===== src/verilog/dot_settings.svh =====
`ifndef DOT_SETTINGS_SVH
`define DOT_SETTINGS_SVH

// number of element pairs per dot product
`define DOT_VLEN 4

// single precision field widths, mantissa width without the hidden one
`define FP_EXP_W 8
`define FP_MAN_W 23

// exponent bias and the all-ones exponent used for infinity
`define FP_BIAS 127
`define FP_EXP_MAX 255

`endif


===== src/verilog/fp_pkg.sv =====
`default_nettype none

package fp_pkg;

    `include "dot_settings.svh"

    // one ieee-754 single precision word
    typedef logic [`FP_EXP_W+`FP_MAN_W:0] fp32_t;

    // biased exponent field
    typedef logic [`FP_EXP_W-1:0] fp_exp_t;

    // stored fraction, hidden one not included
    typedef logic [`FP_MAN_W-1:0] fp_frac_t;

    // mantissa with the hidden one in the top bit
    typedef logic [`FP_MAN_W:0] fp_man_t;

    // signed exponent with two guard bits for overflow and underflow checks
    typedef logic signed [`FP_EXP_W+1:0] fp_exp_ext_t;

    // field view of a word, same bit layout as fp32_t
    typedef struct packed {
        logic     sign;
        fp_exp_t  exp;
        fp_frac_t frac;
    } fp_fields_t;

endpackage

`default_nettype wire


===== src/verilog/dot_pkg.sv =====
`default_nettype none

package dot_pkg;

    `include "dot_settings.svh"

    // whole input vector, element 0 in the lowest word
    typedef logic [`DOT_VLEN*$bits(fp_pkg::fp32_t)-1:0] vec_t;

    // element index, one extra code so it can count up to DOT_VLEN
    typedef logic [$clog2(`DOT_VLEN+1)-1:0] idx_t;

    // fetch stage output, one element pair
    typedef struct packed {
        logic          valid;
        logic          last;
        fp_pkg::fp32_t a;
        fp_pkg::fp32_t b;
    } pair_t;

    // multiply stage output, one product
    typedef struct packed {
        logic          valid;
        logic          last;
        fp_pkg::fp32_t value;
    } product_t;

    // fetch fsm
    typedef enum logic {
        FETCH_IDLE,
        FETCH_ISSUE
    } fetch_state_t;

endpackage

`default_nettype wire


===== src/verilog/dot_fetch.sv =====
`timescale 1ns/10ps
`default_nettype none

`include "dot_settings.svh"

module dot_fetch (
    input  wire                  clk,
    input  wire                  arst_n,
    input  wire dot_pkg::vec_t   a_vec,
    input  wire dot_pkg::vec_t   b_vec,
    output dot_pkg::pair_t       pair,
    output logic                 restart
);

    localparam int WORD_W = $bits(fp_pkg::fp32_t);

    // copy of the vectors the current computation works on
    dot_pkg::vec_t a_hold;
    dot_pkg::vec_t b_hold;

    // forces one computation of the reset-time inputs
    logic pending;
    logic changed;

    dot_pkg::fetch_state_t state;
    dot_pkg::idx_t         idx;

    logic          pair_valid;
    logic          pair_last;
    fp_pkg::fp32_t pair_a;
    fp_pkg::fp32_t pair_b;

    // compare against the stored copy every cycle
    assign changed = pending || (a_vec != a_hold) || (b_vec != b_hold);

    // sampled copy, only loaded on a change
    always_ff @(posedge clk) begin
        if (changed) begin
            a_hold <= a_vec;
            b_hold <= b_vec;
        end
    end

    always_ff @(posedge clk or negedge arst_n) begin
        if (!arst_n) begin
            pending    <= 1'b1;
            restart    <= 1'b0;
            state      <= dot_pkg::FETCH_IDLE;
            idx        <= '0;
            pair_valid <= 1'b0;
            pair_last  <= 1'b0;
        end else if (changed) begin
            // new inputs, drop whatever was being issued and start over
            pending    <= 1'b0;
            restart    <= 1'b1;
            state      <= dot_pkg::FETCH_ISSUE;
            idx        <= '0;
            pair_valid <= 1'b0;
            pair_last  <= 1'b0;
        end else begin
            restart <= 1'b0;
            case (state)
                dot_pkg::FETCH_ISSUE: begin
                    pair_valid <= 1'b1;
                    pair_last  <= (idx == dot_pkg::idx_t'(`DOT_VLEN - 1));
                    idx        <= idx + dot_pkg::idx_t'(1);
                    // last element goes out on this edge
                    if (idx == dot_pkg::idx_t'(`DOT_VLEN - 1)) begin
                        state <= dot_pkg::FETCH_IDLE;
                    end
                end
                default: begin
                    pair_valid <= 1'b0;
                    pair_last  <= 1'b0;
                end
            endcase
        end
    end

    // element slices come from the held copy, inputs may move meanwhile
    always_ff @(posedge clk) begin
        pair_a <= a_hold[int'(idx)*WORD_W +: WORD_W];
        pair_b <= b_hold[int'(idx)*WORD_W +: WORD_W];
    end

    assign pair = '{valid: pair_valid, last: pair_last, a: pair_a, b: pair_b};

    // index stays inside the vector for the whole issue phase
    idx_in_range: assert property (@(posedge clk) disable iff (!arst_n)
        (state == dot_pkg::FETCH_ISSUE) |-> (idx < dot_pkg::idx_t'(`DOT_VLEN)));

endmodule

`default_nettype wire


===== src/verilog/fp_mul_stage.sv =====
`timescale 1ns/10ps
`default_nettype none

`include "dot_settings.svh"

module fp_mul_stage (
    input  wire                   clk,
    input  wire                   arst_n,
    input  wire                   restart,
    input  wire dot_pkg::pair_t   pair,
    output dot_pkg::product_t     prod
);

    fp_pkg::fp_fields_t fa;
    fp_pkg::fp_fields_t fb;
    fp_pkg::fp_man_t    ma;
    fp_pkg::fp_man_t    mb;

    // full 48 bit mantissa product
    logic [2*`FP_MAN_W+1:0] mprod;
    fp_pkg::fp_exp_ext_t    exp_res;
    fp_pkg::fp_frac_t       frac_res;
    logic                   sign_res;
    fp_pkg::fp32_t          value_next;

    logic          prod_valid;
    logic          prod_last;
    fp_pkg::fp32_t prod_value;

    assign fa = pair.a;
    assign fb = pair.b;

    always_comb begin
        sign_res = fa.sign ^ fb.sign;
        ma       = {1'b1, fa.frac};
        mb       = {1'b1, fb.frac};
        mprod    = {{(`FP_MAN_W+1){1'b0}}, ma} * {{(`FP_MAN_W+1){1'b0}}, mb};
        exp_res  = $signed({2'b00, fa.exp}) + $signed({2'b00, fb.exp})
                   - fp_pkg::fp_exp_ext_t'(`FP_BIAS);
        // product of two 1.x values lies in [1,4), at most one shift
        if (mprod[2*`FP_MAN_W+1]) begin
            frac_res = mprod[2*`FP_MAN_W -: `FP_MAN_W];
            exp_res  = exp_res + fp_pkg::fp_exp_ext_t'(1);
        end else begin
            frac_res = mprod[2*`FP_MAN_W-1 -: `FP_MAN_W];
        end
        // low bits are dropped, truncation toward zero
        if (fa.exp == '0 || fb.exp == '0) begin
            // zero or denormal operand
            value_next = '0;
        end else if (exp_res >= fp_pkg::fp_exp_ext_t'(`FP_EXP_MAX)) begin
            value_next = {sign_res, {`FP_EXP_W{1'b1}}, {`FP_MAN_W{1'b0}}};
        end else if (exp_res <= fp_pkg::fp_exp_ext_t'(0)) begin
            value_next = '0;
        end else begin
            value_next = {sign_res, exp_res[`FP_EXP_W-1:0], frac_res};
        end
    end

    always_ff @(posedge clk or negedge arst_n) begin
        if (!arst_n) begin
            prod_valid <= 1'b0;
            prod_last  <= 1'b0;
        end else begin
            // restart kills the item registered on this edge
            prod_valid <= pair.valid && !restart;
            prod_last  <= pair.last && !restart;
        end
    end

    always_ff @(posedge clk) begin
        prod_value <= value_next;
    end

    assign prod = '{valid: prod_valid, last: prod_last, value: prod_value};

    // stale products never leave this stage after a restart
    no_prod_after_restart: assert property (@(posedge clk) disable iff (!arst_n)
        restart |=> !prod.valid);

endmodule

`default_nettype wire


===== src/verilog/fp_add.sv =====
`timescale 1ns/10ps
`default_nettype none

`include "dot_settings.svh"

module fp_add (
    input  wire fp_pkg::fp32_t a,
    input  wire fp_pkg::fp32_t b,
    output fp_pkg::fp32_t      sum
);

    localparam int LZ_W = $clog2(`FP_MAN_W + 1);

    fp_pkg::fp_fields_t fa;
    fp_pkg::fp_fields_t fb;

    // operands ordered by magnitude
    fp_pkg::fp_fields_t big;
    fp_pkg::fp_fields_t little;

    fp_pkg::fp_man_t     m_big;
    fp_pkg::fp_man_t     m_shift;
    fp_pkg::fp_exp_t     exp_diff;

    // one carry bit above the hidden one
    logic [`FP_MAN_W+1:0] m_sum;
    logic [`FP_MAN_W+1:0] m_norm;
    logic [LZ_W-1:0]      lz;
    logic                 lz_found;
    fp_pkg::fp_exp_ext_t  exp_res;

    assign fa = a;
    assign fb = b;

    always_comb begin
        // compare exponent and fraction together as one magnitude
        if ({fa.exp, fa.frac} >= {fb.exp, fb.frac}) begin
            big    = fa;
            little = fb;
        end else begin
            big    = fb;
            little = fa;
        end
        m_big    = {1'b1, big.frac};
        exp_diff = big.exp - little.exp;
        // bits shifted out are lost
        m_shift  = {1'b1, little.frac} >> exp_diff;

        if (big.sign == little.sign) begin
            m_sum = {1'b0, m_big} + {1'b0, m_shift};
        end else begin
            // never negative since big has the larger magnitude
            m_sum = {1'b0, m_big} - {1'b0, m_shift};
        end

        // leading zeros below the carry bit
        lz       = '0;
        lz_found = 1'b0;
        for (int i = `FP_MAN_W; i >= 0; i--) begin
            if (!lz_found && m_sum[i]) begin
                lz       = LZ_W'(`FP_MAN_W - i);
                lz_found = 1'b1;
            end
        end

        if (m_sum[`FP_MAN_W+1]) begin
            // carry out, shift right once
            m_norm  = m_sum >> 1;
            exp_res = $signed({2'b00, big.exp}) + fp_pkg::fp_exp_ext_t'(1);
        end else begin
            m_norm  = m_sum << lz;
            exp_res = $signed({2'b00, big.exp}) - $signed({{(`FP_EXP_W+2-LZ_W){1'b0}}, lz});
        end

        if (fa.exp == '0) begin
            // zero operand, the other passes untouched
            sum = b;
        end else if (fb.exp == '0) begin
            sum = a;
        end else if (m_sum == '0) begin
            // exact cancellation is always +0
            sum = '0;
        end else if (exp_res >= fp_pkg::fp_exp_ext_t'(`FP_EXP_MAX)) begin
            sum = {big.sign, {`FP_EXP_W{1'b1}}, {`FP_MAN_W{1'b0}}};
        end else if (exp_res <= fp_pkg::fp_exp_ext_t'(0)) begin
            sum = '0;
        end else begin
            sum = {big.sign, exp_res[`FP_EXP_W-1:0], m_norm[`FP_MAN_W-1:0]};
        end
    end

endmodule

`default_nettype wire


===== src/verilog/dot_acc_stage.sv =====
`timescale 1ns/10ps
`default_nettype none

module dot_acc_stage (
    input  wire                      clk,
    input  wire                      arst_n,
    input  wire                      restart,
    input  wire dot_pkg::product_t   prod,
    output fp_pkg::fp32_t            result,
    output logic                     done
);

    // running sum plus the incoming product
    fp_pkg::fp32_t sum_next;

    fp_add fp_add_inst (
        .a   (result),
        .b   (prod.value),
        .sum (sum_next)
    );

    always_ff @(posedge clk or negedge arst_n) begin
        if (!arst_n) begin
            result <= '0;
            done   <= 1'b0;
        end else if (restart) begin
            // start from +0, the product arriving now is stale
            result <= '0;
            done   <= 1'b0;
        end else if (prod.valid) begin
            result <= sum_next;
            // last element added, result holds until the next restart
            if (prod.last) begin
                done <= 1'b1;
            end
        end
    end

    // fetch issues nothing new after the last pair until a restart
    no_prod_when_done: assert property (@(posedge clk) disable iff (!arst_n)
        done |-> !prod.valid);

endmodule

`default_nettype wire


===== src/verilog/dot_product_seq.sv =====
`timescale 1ns/10ps
`default_nettype none

module dot_product_seq (
    input  wire                  clk,
    input  wire                  arst_n,
    input  wire dot_pkg::vec_t   a_vec,
    input  wire dot_pkg::vec_t   b_vec,
    output fp_pkg::fp32_t        result,
    output logic                 done
);

    // fetch to multiply
    dot_pkg::pair_t    pair;

    // one cycle pulse on every input change
    logic              restart;

    // multiply to accumulate
    dot_pkg::product_t prod;

    // stage 1, change detection and element stepping
    dot_fetch dot_fetch_inst (
        .clk     (clk),
        .arst_n  (arst_n),
        .a_vec   (a_vec),
        .b_vec   (b_vec),
        .pair    (pair),
        .restart (restart)
    );

    // stage 2, one float multiply per cycle
    fp_mul_stage fp_mul_stage_inst (
        .clk     (clk),
        .arst_n  (arst_n),
        .restart (restart),
        .pair    (pair),
        .prod    (prod)
    );

    // stage 3, accumulation and done
    dot_acc_stage dot_acc_stage_inst (
        .clk     (clk),
        .arst_n  (arst_n),
        .restart (restart),
        .prod    (prod),
        .result  (result),
        .done    (done)
    );

endmodule

`default_nettype wire


===== config.mk =====
export PLATFORM = sky130hd
export DESIGN_NAME = dot_product_seq
export DESIGN_NICKNAME = d
export VERILOG_FILES = /design/src/verilog/fp_pkg.sv /design/src/verilog/dot_pkg.sv /design/src/verilog/dot_fetch.sv /design/src/verilog/fp_mul_stage.sv /design/src/verilog/fp_add.sv /design/src/verilog/dot_acc_stage.sv /design/src/verilog/dot_product_seq.sv
export VERILOG_INCLUDE_DIRS = /design/src /design/src/verilog
export SDC_FILE = /design/constraint.sdc
export NUM_CORES = 2
export LEC_CHECK = 0
export BUFFER_PORTS_ARGS = -buffer_cell sky130_fd_sc_hd__clkbuf_2
export CORE_AREA = 2 2 357 359
export DETAILED_ROUTE_END_ITERATION = 8
export DIE_AREA = 0 0 359 361
export PLACE_DENSITY_LB_ADDON = 0.05
export SYNTH_ARGS = -nofsm -noshare
export SYNTH_HDL_FRONTEND = slang
export SYNTH_SLANG_ARGS = --single-unit

===== constraint.sdc =====
create_clock -name clk -period 18.95 [get_ports clk]
set_input_delay 0 -clock clk [delete_from_list [all_inputs] [get_ports clk]]
set_output_delay 0 -clock clk [all_outputs]
set_load 0.005 [all_outputs]

==> reports/qor.txt <==
Post-synth top cells -> inv_1 (690), fa_1 (484), nand2_1 (482), and2_1 (295), edfxtp_1 (256)
Slew margin rel. -> 16.9%
Crit path required time -> 19.45 ns
Clock sinks -> 395
CP Capture Type -> register
MaxCap Viol Count -> 0
Met3 routed wirelength -> 6700 um
Post-Syn Area -> 43600 um2
Post-synthesis register bit count -> 395
Most frequent CP cell -> a31oi_1
CTS root buf -> clkbuf_16
Worst-path clk slew -> 0.07 ns
Layout cell share with drive strength beyond 1 -> 12.2%
RSZ-0062 raised after global routing -> false
Slew at the pin with the worst max-slew slack -> 1.24 ns
CP Class -> register to register
GR Util All Layers -> 25.5%
Register area share after synthesis -> 24.5%
Std cell rows -> 130
Initial Utilization -> 34.8%
Largest net degree at the start of global routing -> 76
Chip height -> 361 um
Routed WL -> 166000 um
Syn avg cell area -> 9.68 um2
CP arrival -> 16.38 ns
Initial antenna violation count -> 8
Met2 WL -> 81800 um
Number of remaining DRC errors -> 0
P&R area growth vs syn -> 17.0%
CTS tree -> yes
Routed Antenna Nets -> 0
Fin. max-slew vios -> 0
TritonRoute pass-1 iters -> 5
Distinct cell type count after synthesis -> 101
# fillers -> 12500
Worst-Skew Late Latency -> 0.63 ns
Initial DRC count -> 2778
PortBufs -> 290
Fin Clk Skew -> 0.0326 ns
Post-synthesis async set-or-reset flop share -> 10.9%
Worst Path Max Fanout -> 75
Minimum clock period -> 15.87 ns
Synth Instances -> 4507
Final period utilization -> 83.8%
Top cell type's share of synthesized area -> 22.2%
Fmax -> 63.0 MHz
Vias per cell -> 5.30
CTS resizes -> 0
H-tree level count -> 2
Top-count cell post-synth -> inv_1
Per-cell routed wire length -> 25.0 um
Top post-synthesis cells by area -> fa_1 (22%), edfxtp_1 (18%), ha_1 (7.0%), inv_1 (5.9%), dfxtp_1 (4.4%)
Die W -> 359 um
Status -> completed
Worst Hold Class -> input port to async pin
Area leader, netlist -> fa_1
Clk buf depth -> 3
Uppermost layer routed -> met5
DP Wirelength -> 131000 um
Number of setup buffers added after CTS -> 0
Critical Path Slowest Stage Cell -> a211oi_4
Final net count -> 5960
Die footprint -> 130000 um2
Yosys warns -> 0
Post-synth EDFFs -> 256
Final Hold Fails -> 0
Placeable Area -> 125000 um2
Synth Flop Type -> edfxtp_1
Setup Total Neg Slack -> 0 ns
Vias in the first global route -> 37000
Setup-failing EPs final -> 0
First-pass GRT wire length -> 248000 um
Max stage delay on crit path -> 0.94 ns
Congestion Overflow GR -> 0
Post-Synthesis Net Count -> 5493
Via count -> 35400
Io pins -> 291
CP Launch Type -> register
Placer Congestion -> 0.931
Num CTS Buffers -> 47
M1 WL -> 73000 um
Hold-fix buffers at CTS -> 257
-- state kept, by name, summed over array words and instances, names as in the netlist --
name and count:
fp_mul_stage_inst.prod_last 1, dot_fetch_inst.pending 1, dot_fetch_inst.pair_b 32, dot_acc_stage_inst.done 1
dot_fetch_inst.restart 1, dot_fetch_inst.pair_valid 1, dot_fetch_inst.pair_last 1, dot_fetch_inst.pair_a 32
dot_fetch_inst.state 1, dot_acc_stage_inst.result 32, fp_mul_stage_inst.prod_value 32, dot_fetch_inst.b_hold 128
dot_fetch_inst.a_hold 128, dot_fetch_inst.idx 3, fp_mul_stage_inst.prod_valid 1
-- layout make-up --
class                           count  area, um2  share of cell area, %
Tap cell                         1650       2060                   4.04
Sequential cell                   395      10700                   21.0
Clock buffer                       64       1280                   2.51
Inverter                          694       2610                   5.10
Timing Repair Buffer              629       4640                   9.09
Multi-Input combinational cell   3207      29500                   57.8
Antenna cell                        7       17.5                 0.0343
Clock inverter                     24        230                  0.451
-- per-stage QoR --
stage | utilization, % | instances | setup WS, ns | hold WS [ns] | cell area [um2]
4_1_cts | 40.7 | 6663 | 3.20 | 0.0411 | 51000
2_1_floorplan | - | 4507 | 6.31 | -0.296 | 43600
6_report | 40.7 | 6670 | 3.08 | 0.0465 | 51000
5_1_grt | 40.7 | 6664 | 1.76 | 0.0822 | 51000
3_5_place_dp | 37.4 | 6318 | 3.24 | 0.158 | 46900
3_3_place_gp | 37.4 | 6318 | 3.58 | 0.155 | 46900
-- metal layers --
metal	vias up	GRT usage (%)
met5	-	0
met4	4	7.04
met3	186	2.04
met2	1027	44.4
met1	18000	34.1
li1	16200	-
-- logic make-up after synthesis --
group,count (synthesis),share of synthesized area [%]
simple gates,1335,15.2
flops,395,24.5
mux,186,6.41
buf+inv,905,7.99
fa+ha+maj,728,29.2
compound gates,676,11.1
xor+xnor,281,5.68
other cells,1,0.00859
-- path summary, 6_finish.rpt --
check                                                    from                             to  slack [ns]  cells past startpoint
worst max-delay path            dot_acc_stage_inst.result[23]  dot_acc_stage_inst.result[12]        3.08                     49
worst min register to register       dot_fetch_inst.pair_last    fp_mul_stage_inst.prod_last        0.46                      1
worst max register to register  dot_acc_stage_inst.result[23]  dot_acc_stage_inst.result[12]        3.08                     49
worst min-delay path                                   arst_n   dot_acc_stage_inst.result[2]        0.05                      3
min in group clk                                   b_vec[103]     dot_fetch_inst.b_hold[103]        0.10                      2
max in group asynchronous                              arst_n          dot_fetch_inst.idx[0]       18.37                      3
-- worst max-delay path: cells and delay by family (launching register included) --
family,cells,cell delay [ns]
buffers and inverters,4,1.89
AO/OA/AOI/OAI,20,6.09
flip-flops,1,0.44
adder cells (fa/ha/maj),4,1.30
AND/OR/NAND/NOR,17,4.91
multiplexers,2,0.53
XOR/XNOR,2,0.48
-- cells in the final DEF, fill, tap and decap left out, types with 14 or more instances in the layout --
master and instances:
mux4_2 68, and3_1 24, a21oi_1 124, o21bai_1 14, mux2_2 29, o221ai_1 19, and2_1 295, dlygate4sd3_1 257
nor2b_1 27, xnor2_1 163, nor4_1 56, nand3_1 57, inv_1 689, fa_1 484, a31oi_1 25, a21o_1 39
clkbuf_16 47, nor3_1 67, a211oi_1 32, nand4_1 60, nor2_1 183, a221oi_1 47, mux2i_1 84, o2bb2ai_1 20
edfxtp_1 256, o22ai_1 52, o21ai_0 103, nand2_1 482, buf_4 82, o21a_1 15, dfrtp_1 40, clkbuf_2 290
ha_1 243, xor2_1 115, dfxtp_1 89, nand2b_1 22, o211ai_1 23
Power is not shown: default switching activity piles up to over one toggle a cycle in this logic, so the estimate is an artifact.
